==> src/motion_pkg.sv <==
// Motion core shared definitions
package motion_pkg;

  // Axis and datapath sizes
  localparam int NUM_AXES      = 2;
  localparam int WORD_BITS     = 64;   // Host command word
  localparam int DDA_BITS      = 64;   // Accumulator and increments
  localparam int DURATION_BITS = 32;   // Move length in ticks
  localparam int POS_BITS      = 32;   // Signed step position

  // Move buffer
  localparam int BUFFER_SIZE = 2;
  localparam int SLOT_BITS   = 1;

  // Step tick divider
  localparam int DIVISOR_BITS    = 8;
  localparam int DEFAULT_DIVISOR = 32;

  // Vector types
  typedef logic [WORD_BITS-1:0] word_t;

  typedef logic [DDA_BITS-1:0] dda_t;

  typedef logic [DURATION_BITS-1:0] duration_t;

  // Steps taken since reset, may go negative
  typedef logic signed [POS_BITS-1:0] pos_t;

  typedef logic [NUM_AXES-1:0] axis_mask_t;   // One bit per axis

  typedef logic [SLOT_BITS-1:0] slot_t;

  typedef logic [DIVISOR_BITS-1:0] divisor_t;

  typedef logic [7:0] cmd_t;   // Header code, word bits 63 to 56

  // Command codes
  localparam cmd_t CMD_COORDINATED_STEP = 8'h01;   // Multi-word move message
  localparam cmd_t CMD_READ_POSITION    = 8'h03;
  localparam cmd_t CMD_MOTOR_ENABLE     = 8'h0a;
  localparam cmd_t CMD_MOTOR_BRAKE      = 8'h0b;
  localparam cmd_t CMD_CLK_DIVISOR      = 8'h20;
  localparam cmd_t CMD_CHANNEL_INFO     = 8'hfd;

  // Sequencer states
  typedef enum logic [1:0] {
    IDLE,   // Waiting for a ready slot
    LOAD,   // Clear accumulators, latch increments
    RUN     // Counting ticks
  } seq_state_t;

endpackage
==> src/motion_top.sv <==
// Stepper motion core top level
module motion_top (
  input  logic                   CLK,
  input  logic                   resetn,
  input  motion_pkg::word_t      word_data_received,
  input  logic                   word_received,
  output motion_pkg::word_t      word_send_data,
  output logic                   buffer_dtr,
  output logic                   move_done,
  output motion_pkg::axis_mask_t step,
  output motion_pkg::axis_mask_t dir,
  output motion_pkg::axis_mask_t enable,
  output motion_pkg::axis_mask_t brake
);

  motion_pkg::axis_mask_t            wr_dir;
  motion_pkg::duration_t             wr_duration;
  motion_pkg::dda_t                  wr_increment [motion_pkg::NUM_AXES];
  motion_pkg::dda_t                  wr_incinc [motion_pkg::NUM_AXES];
  logic                              commit;
  logic [motion_pkg::BUFFER_SIZE-1:0] slot_ready;
  motion_pkg::slot_t                 rd_slot;
  logic                              retire;
  motion_pkg::duration_t             rd_duration;
  motion_pkg::dda_t                  rd_increment [motion_pkg::NUM_AXES];
  motion_pkg::dda_t                  rd_incinc [motion_pkg::NUM_AXES];
  motion_pkg::divisor_t              clock_divisor;
  logic                              dda_tick;
  logic                              load_move;
  logic                              executing;
  motion_pkg::pos_t                  position [motion_pkg::NUM_AXES];

  cmd_decoder decoder_i (
    .CLK(CLK), .resetn(resetn),
    .word_data_received(word_data_received), .word_received(word_received),
    .word_send_data(word_send_data), .enable(enable), .brake(brake),
    .clock_divisor(clock_divisor), .position(position),
    .wr_dir(wr_dir), .wr_duration(wr_duration), .wr_increment(wr_increment),
    .wr_incinc(wr_incinc), .commit(commit)
  );

  // Direction of the running slot goes straight to the pins
  move_buffer buffer_i (
    .CLK(CLK), .resetn(resetn),
    .wr_dir(wr_dir), .wr_duration(wr_duration), .wr_increment(wr_increment),
    .wr_incinc(wr_incinc), .commit(commit), .rd_slot(rd_slot), .retire(retire),
    .slot_ready(slot_ready), .buffer_dtr(buffer_dtr), .rd_dir(dir),
    .rd_duration(rd_duration), .rd_increment(rd_increment), .rd_incinc(rd_incinc)
  );

  move_sequencer sequencer_i (
    .CLK(CLK), .resetn(resetn),
    .clock_divisor(clock_divisor), .slot_ready(slot_ready), .rd_duration(rd_duration),
    .rd_slot(rd_slot), .retire(retire), .dda_tick(dda_tick), .load_move(load_move),
    .executing(executing), .move_done(move_done)
  );

  for (genvar a = 0; a < motion_pkg::NUM_AXES; a++) begin : g_axis
    dda_axis axis_i (
      .CLK(CLK), .resetn(resetn),
      .dda_tick(dda_tick), .load_move(load_move), .executing(executing),
      .increment(rd_increment[a]), .incinc(rd_incinc[a]), .dir(dir[a]),
      .step(step[a]), .position(position[a])
    );
  end

endmodule

==> src/cmd_decoder.sv <==
// Host command decoder
module cmd_decoder (
  input  logic                   CLK,
  input  logic                   resetn,
  input  motion_pkg::word_t      word_data_received,
  input  logic                   word_received,
  output motion_pkg::word_t      word_send_data,
  output motion_pkg::axis_mask_t enable,
  output motion_pkg::axis_mask_t brake,
  output motion_pkg::divisor_t   clock_divisor,
  input  motion_pkg::pos_t       position [motion_pkg::NUM_AXES],
  output motion_pkg::axis_mask_t wr_dir,
  output motion_pkg::duration_t  wr_duration,
  output motion_pkg::dda_t       wr_increment [motion_pkg::NUM_AXES],
  output motion_pkg::dda_t       wr_incinc [motion_pkg::NUM_AXES],
  output logic                   commit
);

  logic                  strobe_q;     // Registered strobe
  logic                  strobe_qq;
  logic                  word_rise;
  motion_pkg::cmd_t      code;         // Code field of the incoming word
  motion_pkg::cmd_t      msg_header;   // Header of the message in progress
  logic [7:0]            msg_count;    // Move words taken, header is 1
  logic                  in_move;
  logic                  last_word;
  motion_pkg::pos_t      sel_position;

  assign word_rise = strobe_q & ~strobe_qq;
  assign code      = word_data_received[motion_pkg::WORD_BITS-1 -: 8];
  assign in_move   = (msg_header == motion_pkg::CMD_COORDINATED_STEP);

  // Final incinc word of the last axis
  assign last_word = (msg_count == 8'(2 * motion_pkg::NUM_AXES + 1));

  // Axis named by bits 55 to 48 for position reads
  always_comb begin
    sel_position = '0;
    for (int a = 0; a < motion_pkg::NUM_AXES; a++) begin
      if (word_data_received[55:48] == 8'(a)) begin
        sel_position = position[a];
      end
    end
  end

  // Strobe edge detect
  always_ff @(posedge CLK) begin
    if (resetn) begin
      strobe_q  <= 1'b0;
      strobe_qq <= 1'b0;
    end else begin
      strobe_q  <= word_received;
      strobe_qq <= strobe_q;
    end
  end

  // Message tracking, configuration and replies
  always_ff @(posedge CLK) begin
    if (resetn) begin
      msg_header     <= '0;
      msg_count      <= '0;
      commit         <= 1'b0;
      word_send_data <= '0;
      enable         <= '0;
      brake          <= '0;
      clock_divisor  <= motion_pkg::divisor_t'(motion_pkg::DEFAULT_DIVISOR);
    end else begin
      commit <= 1'b0;
      if (word_rise) begin
        if (in_move) begin
          word_send_data <= '0;   // Move words answer zero
          msg_count      <= msg_count + 8'd1;
          if (last_word) begin
            msg_header <= '0;
            commit     <= 1'b1;
          end
        end else begin
          msg_header <= code;
          msg_count  <= 8'd1;
          case (code)
            motion_pkg::CMD_COORDINATED_STEP: begin
              word_send_data <= '0;
            end
            motion_pkg::CMD_READ_POSITION: begin
              word_send_data <= '0;
              word_send_data[motion_pkg::POS_BITS-1:0] <= sel_position;
            end
            motion_pkg::CMD_MOTOR_ENABLE: begin
              enable         <= word_data_received[motion_pkg::NUM_AXES-1:0];
              word_send_data <= '0;
            end
            motion_pkg::CMD_MOTOR_BRAKE: begin
              brake          <= word_data_received[motion_pkg::NUM_AXES-1:0];
              word_send_data <= '0;
            end
            motion_pkg::CMD_CLK_DIVISOR: begin
              clock_divisor  <= word_data_received[motion_pkg::DIVISOR_BITS-1:0];
              word_send_data <= '0;
            end
            motion_pkg::CMD_CHANNEL_INFO: begin
              word_send_data        <= '0;
              word_send_data[7:0]   <= 8'(motion_pkg::NUM_AXES);
              word_send_data[15:8]  <= 8'(motion_pkg::DDA_BITS);
              word_send_data[23:16] <= 8'(motion_pkg::POS_BITS);
            end
            default: word_send_data <= word_data_received;   // Unknown, echo back
          endcase
        end
      end
    end
  end

  // Move staging registers feeding the buffer
  always_ff @(posedge CLK) begin
    if (word_rise) begin
      if (!in_move && code == motion_pkg::CMD_COORDINATED_STEP) begin
        wr_dir <= word_data_received[motion_pkg::NUM_AXES-1:0];
      end
      if (in_move && msg_count == 8'd1) begin
        wr_duration <= word_data_received[motion_pkg::DURATION_BITS-1:0];
      end
      // Increment then incinc for each axis in turn
      for (int a = 0; a < motion_pkg::NUM_AXES; a++) begin
        if (in_move && msg_count == 8'(2 + 2 * a)) begin
          wr_increment[a] <= motion_pkg::dda_t'(word_data_received);
        end
        if (in_move && msg_count == 8'(3 + 2 * a)) begin
          wr_incinc[a] <= motion_pkg::dda_t'(word_data_received);
        end
      end
    end
  end

endmodule

==> src/move_sequencer.sv <==
// Move sequencer with tick divider
module move_sequencer (
  input  logic                              CLK,
  input  logic                              resetn,
  input  motion_pkg::divisor_t              clock_divisor,
  input  logic [motion_pkg::BUFFER_SIZE-1:0] slot_ready,
  input  motion_pkg::duration_t             rd_duration,
  output motion_pkg::slot_t                 rd_slot,
  output logic                              retire,
  output logic                              dda_tick,
  output logic                              load_move,
  output logic                              executing,
  output logic                              move_done
);

  motion_pkg::divisor_t   div_cnt;      // Free-running divider count
  motion_pkg::duration_t  tick_count;   // Ticks seen in the current move
  motion_pkg::seq_state_t state;
  logic                   last_tick;

  assign load_move = (state == motion_pkg::LOAD);
  assign executing = (state == motion_pkg::RUN);

  // Duration 0 still takes one tick
  assign last_tick = executing & dda_tick & ((tick_count + 1'b1) >= rd_duration);

  assign move_done = last_tick;
  assign retire    = last_tick;   // Slot freed while rd_slot still points at it

  // One-cycle tick every clock_divisor cycles
  always_ff @(posedge CLK) begin
    if (resetn) begin
      div_cnt  <= '0;
      dda_tick <= 1'b0;
    end else if ((div_cnt + 1'b1) >= clock_divisor) begin
      div_cnt  <= '0;
      dda_tick <= 1'b1;
    end else begin
      div_cnt  <= div_cnt + 1'b1;
      dda_tick <= 1'b0;
    end
  end

  // Slot FSM
  always_ff @(posedge CLK) begin
    if (resetn) begin
      state      <= motion_pkg::IDLE;
      rd_slot    <= '0;
      tick_count <= '0;
    end else begin
      case (state)
        motion_pkg::IDLE: begin
          if (slot_ready[rd_slot]) begin
            state <= motion_pkg::LOAD;
          end
        end
        motion_pkg::LOAD: begin
          tick_count <= '0;
          state      <= motion_pkg::RUN;
        end
        motion_pkg::RUN: begin
          if (dda_tick) begin
            tick_count <= tick_count + 1'b1;
          end
          if (last_tick) begin
            rd_slot <= rd_slot + 1'b1;   // Next slot in order
            state   <= motion_pkg::IDLE;
          end
        end
        default: state <= motion_pkg::IDLE;
      endcase
    end
  end

endmodule

==> src/move_buffer.sv <==
// Two-slot move buffer
module move_buffer (
  input  logic                              CLK,
  input  logic                              resetn,
  input  motion_pkg::axis_mask_t            wr_dir,
  input  motion_pkg::duration_t             wr_duration,
  input  motion_pkg::dda_t                  wr_increment [motion_pkg::NUM_AXES],
  input  motion_pkg::dda_t                  wr_incinc [motion_pkg::NUM_AXES],
  input  logic                              commit,
  input  motion_pkg::slot_t                 rd_slot,
  input  logic                              retire,
  output logic [motion_pkg::BUFFER_SIZE-1:0] slot_ready,
  output logic                              buffer_dtr,
  output motion_pkg::axis_mask_t            rd_dir,
  output motion_pkg::duration_t             rd_duration,
  output motion_pkg::dda_t                  rd_increment [motion_pkg::NUM_AXES],
  output motion_pkg::dda_t                  rd_incinc [motion_pkg::NUM_AXES]
);

  motion_pkg::axis_mask_t dir_mem [motion_pkg::BUFFER_SIZE];
  motion_pkg::duration_t  dur_mem [motion_pkg::BUFFER_SIZE];
  motion_pkg::dda_t       inc_mem [motion_pkg::BUFFER_SIZE][motion_pkg::NUM_AXES];
  motion_pkg::dda_t       incinc_mem [motion_pkg::BUFFER_SIZE][motion_pkg::NUM_AXES];
  motion_pkg::slot_t      wr_idx;   // Next slot to fill
  logic                   accept;

  // Commit into an occupied slot is ignored
  assign accept     = commit & ~slot_ready[wr_idx];
  assign buffer_dtr = ~slot_ready[wr_idx];

  // Ready flags and write index
  always_ff @(posedge CLK) begin
    if (resetn) begin
      slot_ready <= '0;
      wr_idx     <= '0;
    end else begin
      if (retire) begin
        slot_ready[rd_slot] <= 1'b0;
      end
      if (accept) begin
        slot_ready[wr_idx] <= 1'b1;
        wr_idx             <= wr_idx + 1'b1;   // Wraps over the slots
      end
    end
  end

  // Move records
  always_ff @(posedge CLK) begin
    if (accept) begin
      dir_mem[wr_idx] <= wr_dir;
      dur_mem[wr_idx] <= wr_duration;
      for (int a = 0; a < motion_pkg::NUM_AXES; a++) begin
        inc_mem[wr_idx][a]    <= wr_increment[a];
        incinc_mem[wr_idx][a] <= wr_incinc[a];
      end
    end
  end

  // Read port follows the sequencer's slot
  always_comb begin
    rd_dir      = dir_mem[rd_slot];
    rd_duration = dur_mem[rd_slot];
    for (int a = 0; a < motion_pkg::NUM_AXES; a++) begin
      rd_increment[a] = inc_mem[rd_slot][a];
      rd_incinc[a]    = incinc_mem[rd_slot][a];
    end
  end

endmodule

==> src/dda_axis.sv <==
// Per-axis DDA step generator
module dda_axis (
  input  logic             CLK,
  input  logic             resetn,
  input  logic             dda_tick,
  input  logic             load_move,
  input  logic             executing,
  input  motion_pkg::dda_t increment,
  input  motion_pkg::dda_t incinc,
  input  logic             dir,
  output logic             step,
  output motion_pkg::pos_t position
);

  motion_pkg::dda_t              accum;     // Phase accumulator
  motion_pkg::dda_t              inc_run;   // Increment, grows by incinc each tick
  logic [motion_pkg::DDA_BITS:0] sum;       // Top bit is the carry
  logic                          advance;
  logic                          carry;

  assign advance = executing & dda_tick;
  assign sum     = {1'b0, accum} + {1'b0, inc_run};
  assign carry   = advance & sum[motion_pkg::DDA_BITS];

  // Accumulate with the old increment, then bump the increment
  always_ff @(posedge CLK) begin
    if (load_move) begin
      accum   <= '0;
      inc_run <= increment;
    end else if (advance) begin
      accum   <= sum[motion_pkg::DDA_BITS-1:0];
      inc_run <= inc_run + incinc;
    end
  end

  // One step per carry
  always_ff @(posedge CLK) begin
    if (resetn) begin
      step     <= 1'b0;
      position <= '0;
    end else begin
      step <= carry;
      if (carry) begin
        // dir 1 counts up, dir 0 counts down
        if (dir) begin
          position <= position + motion_pkg::pos_t'(1);
        end else begin
          position <= position - motion_pkg::pos_t'(1);
        end
      end
    end
  end

endmodule

==> config.mk <==
export PLATFORM = sky130hd
export DESIGN_NAME = motion_top
export DESIGN_NICKNAME = d
export VERILOG_FILES = /design/src/motion_pkg.sv /design/src/motion_top.sv /design/src/cmd_decoder.sv /design/src/move_sequencer.sv /design/src/move_buffer.sv /design/src/dda_axis.sv
export SDC_FILE = /design/constraint.sdc
export NUM_CORES = 2
export LEC_CHECK = 0
export ABC_AREA = 1
export BUFFER_PORTS_ARGS = -buffer_cell sky130_fd_sc_hd__buf_2
export CAP_MARGIN = 20
export CORE_MARGIN = 1
export CORE_UTILIZATION = 25
export CTS_CLUSTER_SIZE = 25
export DETAILED_ROUTE_END_ITERATION = 7
export GPL_TIMING_DRIVEN = 0
export HOLD_SLACK_MARGIN = 0.05
export PLACE_DENSITY = 0.51
export SETUP_SLACK_MARGIN = 0.02
export SLEW_MARGIN = 20
export SYNTH_ARGS = -nofsm -noshare
export SYNTH_HDL_FRONTEND = slang
export SYNTH_HIERARCHICAL = 1
export SYNTH_SLANG_ARGS = --single-unit
export TNS_END_PERCENT = 50
==> constraint.sdc <==
create_clock -name CLK -period 11.2 [get_ports CLK]
set_input_delay 2.8 -clock CLK [delete_from_list [all_inputs] [get_ports CLK]]
set_output_delay 2.8 -clock CLK [all_outputs]
set_load 0.01 [all_outputs]
Yosys cells after proc, flatten, opt, wreduce, memory -nomap -nowiden
Memory sizes are Yosys's and may differ from the RTL's. A register that Yosys moved wholly into a read port is not among the register bits. Cells that the tools add are included.

$add $sub $neg: 13. $mul: 0. Div/mod/pow operators: 0. $lt $le $gt $ge: 6. Equal/unequal tests: 19. Shift operators: 0. Mux-type cells: 41. Bitwise gates (word level): 13. Reductions and logical operators: 29.

Operators by type and width (number): $mux W64 (5); $pmux W64 S3 (1); $mux W32 (5); $add A64 B64 Y65 (2); $add A64 B64 Y64 (2); $add A32 B2 Y32 const B (2); $pmux W32 S2 (1); $sub A32 B2 Y32 const B (2); $add A32 B1 Y32 const B (1); $eq A8 B1 Y1 const B (4); $ge A32 B32 Y1 (1); $eq A8 B2 Y1 const B (3); $mux W8 (3); $reduce_and A2 Y1 (10); $mux W1 (18); $add A8 B1 Y8 const B (2); $eq A8 B3 Y1 const B (2); $eq A8 B4 Y1 const B (2); $mux W2 (5); $reduce_and A3 Y1 (3); $eq A8 B6 Y1 const B (1); $eq A8 B8 Y1 const B (1); $ge A8 B8 Y1 (1); $logic_and A1 B1 Y1 (8); 21 further kinds (36).

Bits in registers: 754. Bits in latches: 0. Bits in writable memories: 580. ROM bits: 0. Input bits: 67. Output and inout bits: 74. Logic and storage cells: 155. Memories: 4.

Memory list: buffer_i.inc_mem (words 2, width 128, read ports 1, clocked after Yosys merged registers in 1, wr ports 1, RTL line move_buffer.sv:22) `motion_pkg::dda_t inc_mem [motion_pkg::BUFFER_SIZE][motion_pkg::NUM_AXES];`; buffer_i.incinc_mem (words 2, width 128, read ports 1, clocked after Yosys merged registers in 1, wr ports 1, RTL line move_buffer.sv:23) `motion_pkg::dda_t incinc_mem [motion_pkg::BUFFER_SIZE][motion_pkg::NUM_AXES];`; buffer_i.dur_mem (words 2, width 32, read ports 1, clocked after Yosys merged registers in 1, wr ports 1, RTL line move_buffer.sv:21) `motion_pkg::duration_t dur_mem [motion_pkg::BUFFER_SIZE];`; buffer_i.dir_mem (words 2, width 2, read ports 1, clocked after Yosys merged registers in 1, wr ports 1, RTL line move_buffer.sv:20) `motion_pkg::axis_mask_t dir_mem [motion_pkg::BUFFER_SIZE];`.

Logic depth before layout (Yosys ltp)
Depth in word-level cells: 10. Mapped depth: 24. Gate-level depth less buffers: 23.

Modules after synthesis
The synthesis kept the hierarchy.

Modules (own cells, without submodules): move_buffer (instances 1, cells an instance 922, area an instance 21169.1 um^2, sequential area each 17476.8 um^2); dda_axis at g_axis[0].axis_i (instances 1, cells an instance 3620, area an instance 19786.5 um^2, sequential area each 3863.7 um^2); dda_axis at g_axis[1].axis_i (instances 1, cells an instance 3609, area an instance 19721.4 um^2, sequential area each 3863.7 um^2); cmd_decoder (instances 1, cells an instance 975, area an instance 13439.1 um^2, sequential area each 10610.2 um^2); move_sequencer (instances 1, cells an instance 569, area an instance 3672.3 um^2, sequential area each 880.8 um^2).

Worst setup path after synthesis
Ideal clock, no wire load.

Path kind: register -> register. Start: register decoder_i.strobe_q. End: register decoder_i/wr_increment[0] (netlist bit), enable pin. Library setup time: 0.667 ns. Arrival: 7.410 ns. Required time: 10.533 ns. Path slack: 3.123 ns. Cell stages (with the launch flop): 7. Buffers on the path: 1. Period minus slack after synthesis: 8.077 ns. Path through: dfxtp_1 inv_1 or2_0 buf_2 inv_1 nand2_1 nor4b_1.

Word-level cells in the longest chain between the ends: 2.

RTL lines: start, declared (RTL line cmd_decoder.sv:19) `logic strobe_q;`; start signal, assigned (RTL line cmd_decoder.sv:52) `strobe_q <= word_received;`; $and A1 B1 Y1 (RTL line cmd_decoder.sv:29) `assign word_rise = strobe_q & ~strobe_qq;`; $reduce_and A2 Y1 (no line); end signal, assigned by index (RTL line cmd_decoder.sv:125) `wr_increment[a] <= motion_pkg::dda_t'(word_data_received);`; end, declared (RTL line cmd_decoder.sv:14) `output motion_pkg::dda_t wr_increment [motion_pkg::NUM_AXES],`.

Every way passes these cells. A chain may end at the register's enable or synchronous reset.

Final worst setup path
Start: register sequencer_i.tick_count[0]. End: output port move_done.

Word-level cells in the longest chain between the ends: 3.

RTL lines: start, declared (RTL line move_sequencer.sv:17) `motion_pkg::duration_t tick_count;`; start signal, assigned (RTL line move_sequencer.sv:63) `tick_count <= tick_count + 1'b1;`; $add A32 B1 Y32 (RTL line move_sequencer.sv:25) `assign last_tick = executing & dda_tick & ((tick_count + 1'b1) >= rd_duration);`; $ge A32 B32 Y1 (RTL line move_sequencer.sv:25); $and A1 B1 Y1 (RTL line move_sequencer.sv:25); end, declared (RTL line motion_top.sv:9) `output logic move_done,`.

Every way passes these cells.

==> reports/qor.csv <==
stage,metric,value,unit
outcome,status,"finished, violations left",
outcome,violations,DRC,
yosys,syn_inst,9695,
cts,cts_tree,done,
cts,postCtsResizedCells,0,
setup_path,cp_max_fo,7,
floorplanning,die-area,0.313,mm2
finish,drive_above_1_share,9.70,%
setup_path,cp-start-kind,register,
setup_path,crit_path_frequent_cell,nand2_1,
yosys,synth_edf_count,998,
place,io_buffers,140,
yosys,yosysMostFrequentCell,nand2_1,
yosys,ys_seq_area_share,47.2,%
setup_path,end_kind,output pin,
cts,cts_inserted_buffers,157,
timing,fin_skew,0.0957,ns
yosys,synth_top_cell_by_area,edfxtp_1,
timing,max_slew_margin,23.6,%
timing,final-setup-viol-count,0,
pwr,ir_worst_vdd,0.114,mV
cts,postCtsSetupRepairBufs,0,
place,routabilityCongestion,0.991,
route,routed_wl,283,mm
pwr,powerDensity,125,mW/mm2
cts,cts_sinks,1334,
cts,cts.reportedPaths.clkPinSlew,0.07,ns
route,drtAntennaViolNets,0,
timing,slew_violations,0,
global_routing,grt_pass1_wl,406,mm
timing,clock.fmax,0.145,GHz
yosys,ys_seq_elements,1334,
finish,syn2layout_area_growth,15.0,%
min_path,hp-class,register to register,
timing,min_period_over_period,61.4,%
yosys,ys_top_cells_by_count,"nand2_1 (3361), inv_1 (1573), edfxtp_1 (998)",
floorplanning,core_area,0.309,mm2
flow_run,cap_violations,0,
pwr,power.leakage,40.4,nW
finish,fin_nets,10500,
setup_path,critPathSlowestCell,nor4_1,
cts,cts-root-buf,clkbuf_16,
place,place_hpwl,224,mm
setup_path,worstPathRequired,8.40,ns
timing,hold_viol_final,0,
floorplanning,die_h,560,um
global_routing,grt_remaining_overflow,0,
cts,hold_buffers,0,
global_routing,grt_pass1_vias,60300,
timing,worst_pin_slew,1.15,ns
route,via_per_inst,4.49,
setup_path,crit_path_max_incr_delay,0.56,ns
timing,fin_hold_ws,0.386,ns
finish,fin_util,28.9,%
cts,clock_latency,0.85,ns
yosys,ys.flop_type,edfxtp_1,
cts,htreeDepth,4,
floorplanning,initial_utilization,25.2,%
setup_path,crit_chain,"ha_1, nand2_2, nor4_1, nand2_1, and2_1, ha_1, nand2_1, nor2_1, nand4_1, nor2_1, nand2_1, nand2_1, nand2_1, inv_1, buf_2",
global_routing,antenna_found_initial,40,
floorplanning,die_w,560,um
yosys,syn_nets,10100,
route,drc,21,
floorplanning,row_count,204,
floorplanning,ios,141,
route,vias,64100,
timing,rsz0062_at_grt,no,
route,wire_per_inst,19.8,um
yosys,ys_warn_count,6,
global_routing,grt_use_total,17.6,%
setup_path,worstPathArrival,4.08,ns
yosys,async_flop_share,0,%
yosys,netlist_area,0.0778,mm2
timing,period_minus_slack,6.88,ns
yosys,ys_types,53,
route,drt_first_pass_iters,8,
yosys,syn_avg_cell_area,8.02,um2
cts,clock_path_buffers,4,
setup_path,criticalPathCategory,register to output pin,
yosys,synth_top_area_share,38.5,%
yosys,synth_area_leaders,"edfxtp_1 (39%), nand2_1 (16%), dfxtp_1 (8.6%), inv_1 (7.6%), ha_1 (5.8%)",
global_routing,grt_max_degree,87,
route,drt_iter0_markers,5851,
layout make-up:
cell class,instances,area (um2)
Inverter,1613,6070
Clock buffer,196,4180
Multi-Input combinational cell,6571,34000
Antenna cell,15,37.5
Buffer,177,1080
Sequential cell,1334,36700
Timing Repair Buffer,176,1270
Tap cell,4120,5150
Clock inverter,81,951
Fill cell,33400,220000
path summary, 6_finish.rpt:
| path | startpoint | endpoint | slack, ns | cells after the start |
|---|---|---|---|---|
| hold / removal | decoder_i/wr_increment[53] | buffer_i/inc_mem[1][53] | 0.39 | 0 |
| hold reg to reg | decoder_i/wr_increment[53] | buffer_i/inc_mem[1][53] | 0.39 | 0 |
| setup / recovery | sequencer_i/tick_count[0] | move_done | 4.32 | 15 |
| setup reg to reg | sequencer_i/rd_slot | g_axis[1].axis_i/inc_run[46] | 6.66 | 15 |
through the flow:
stage	TNS [ns]	instances	total power [mW]	area [um2]	setup slack, ns
finish	0	14300	11.2	89500	4.32
global route	0	14300	11.5	89400	4.01
CTS	0	14300	11.3	89400	4.28
detailed placement	0	14000	6.05	84300	5.21
global placement	-247.79	14000	6.06	83600	-3.89
floorplan	0	9695	5.79	77800	3.12
per-layer routing:
metal	vias to the layer above	global-route usage, %	routed length, um
met4	6	5.51	9450
met5	-	0	41
li1	31800	-	-
met3	350	1.92	15700
met2	1798	27.7	124000
met1	30200	25.1	134000
sequential cells by signal, summed over array words and instances, names as in the netlist, 4 cells and up:
| name | cells |
|---|---|
| g_axis.axis_i/position | 64 |
| sequencer_i/tick_count | 32 |
| g_axis.axis_i/accum | 128 |
| buffer_i/dir_mem | 4 |
| sequencer_i/div_cnt | 8 |
| decoder_i/word_send_data | 64 |
| decoder_i/msg_count | 8 |
| decoder_i/wr_incinc | 128 |
| buffer_i/incinc_mem | 256 |
| decoder_i/wr_increment | 128 |
| decoder_i/clock_divisor | 8 |
| buffer_i/inc_mem | 256 |
| decoder_i/msg_header | 8 |
| g_axis.axis_i/inc_run | 128 |
| decoder_i/wr_duration | 32 |
| buffer_i/dur_mem | 64 |
cells in the final DEF (no fill, tap or decap), types with 36 or more instances in the layout:
cell type  synthesis  routed
nand2_1         3361    3359
inv_1           1573    1570
edfxtp_1         998     998
nor2_1           686     681
nand3_1          575     575
a21oi_1          462     462
ha_1             360     360
dfxtp_1          336     336
mux2_2           290     290
o21ai_0          220     220
buf_2             22     176
clkbuf_16          0     158
clkbuf_1          93     115
xnor2_1          112     112
nor3_1            97      97
nand4_1           58      58
xor2_1            55      55
a21oi_2           53      53
buf_6             34      36
inv_2             35      36
power breakdown:
part / switching, mW / internal (mW)
Clock: 2.13 / 3.07
Combinational: 0.450 / 0.175
Sequential: 0.0272 / 5.30
logic make-up (layout without fill, tap and decap cells):
group / Yosys count / in the layout / share of synthesized area [%]
flip-flops: 1334 / 1334 / 47.2
XOR/XNOR: 167 / 167 / 1.88
other: 0 / 15 / 0
AND/OR/NAND/NOR: 4940 / 4940 / 26.0
adder cells (fa/ha/maj): 366 / 366 / 5.94
multiplexers: 290 / 290 / 4.20
AO/OA/AOI/OAI: 808 / 808 / 5.69
buffers and inverters: 1790 / 2243 / 9.16
worst max-delay path, delay by kind of cell, from the launching register on:
| kind | cells | cell delay (ns) |
|---|---|---|
| simple gates | 11 | 1.77 |
| fa+ha+maj | 2 | 0.60 |
| flops | 1 | 0.49 |
| buf+inv | 2 | 0.37 |
No activity file was read; power rests on OpenSTA's default activity.
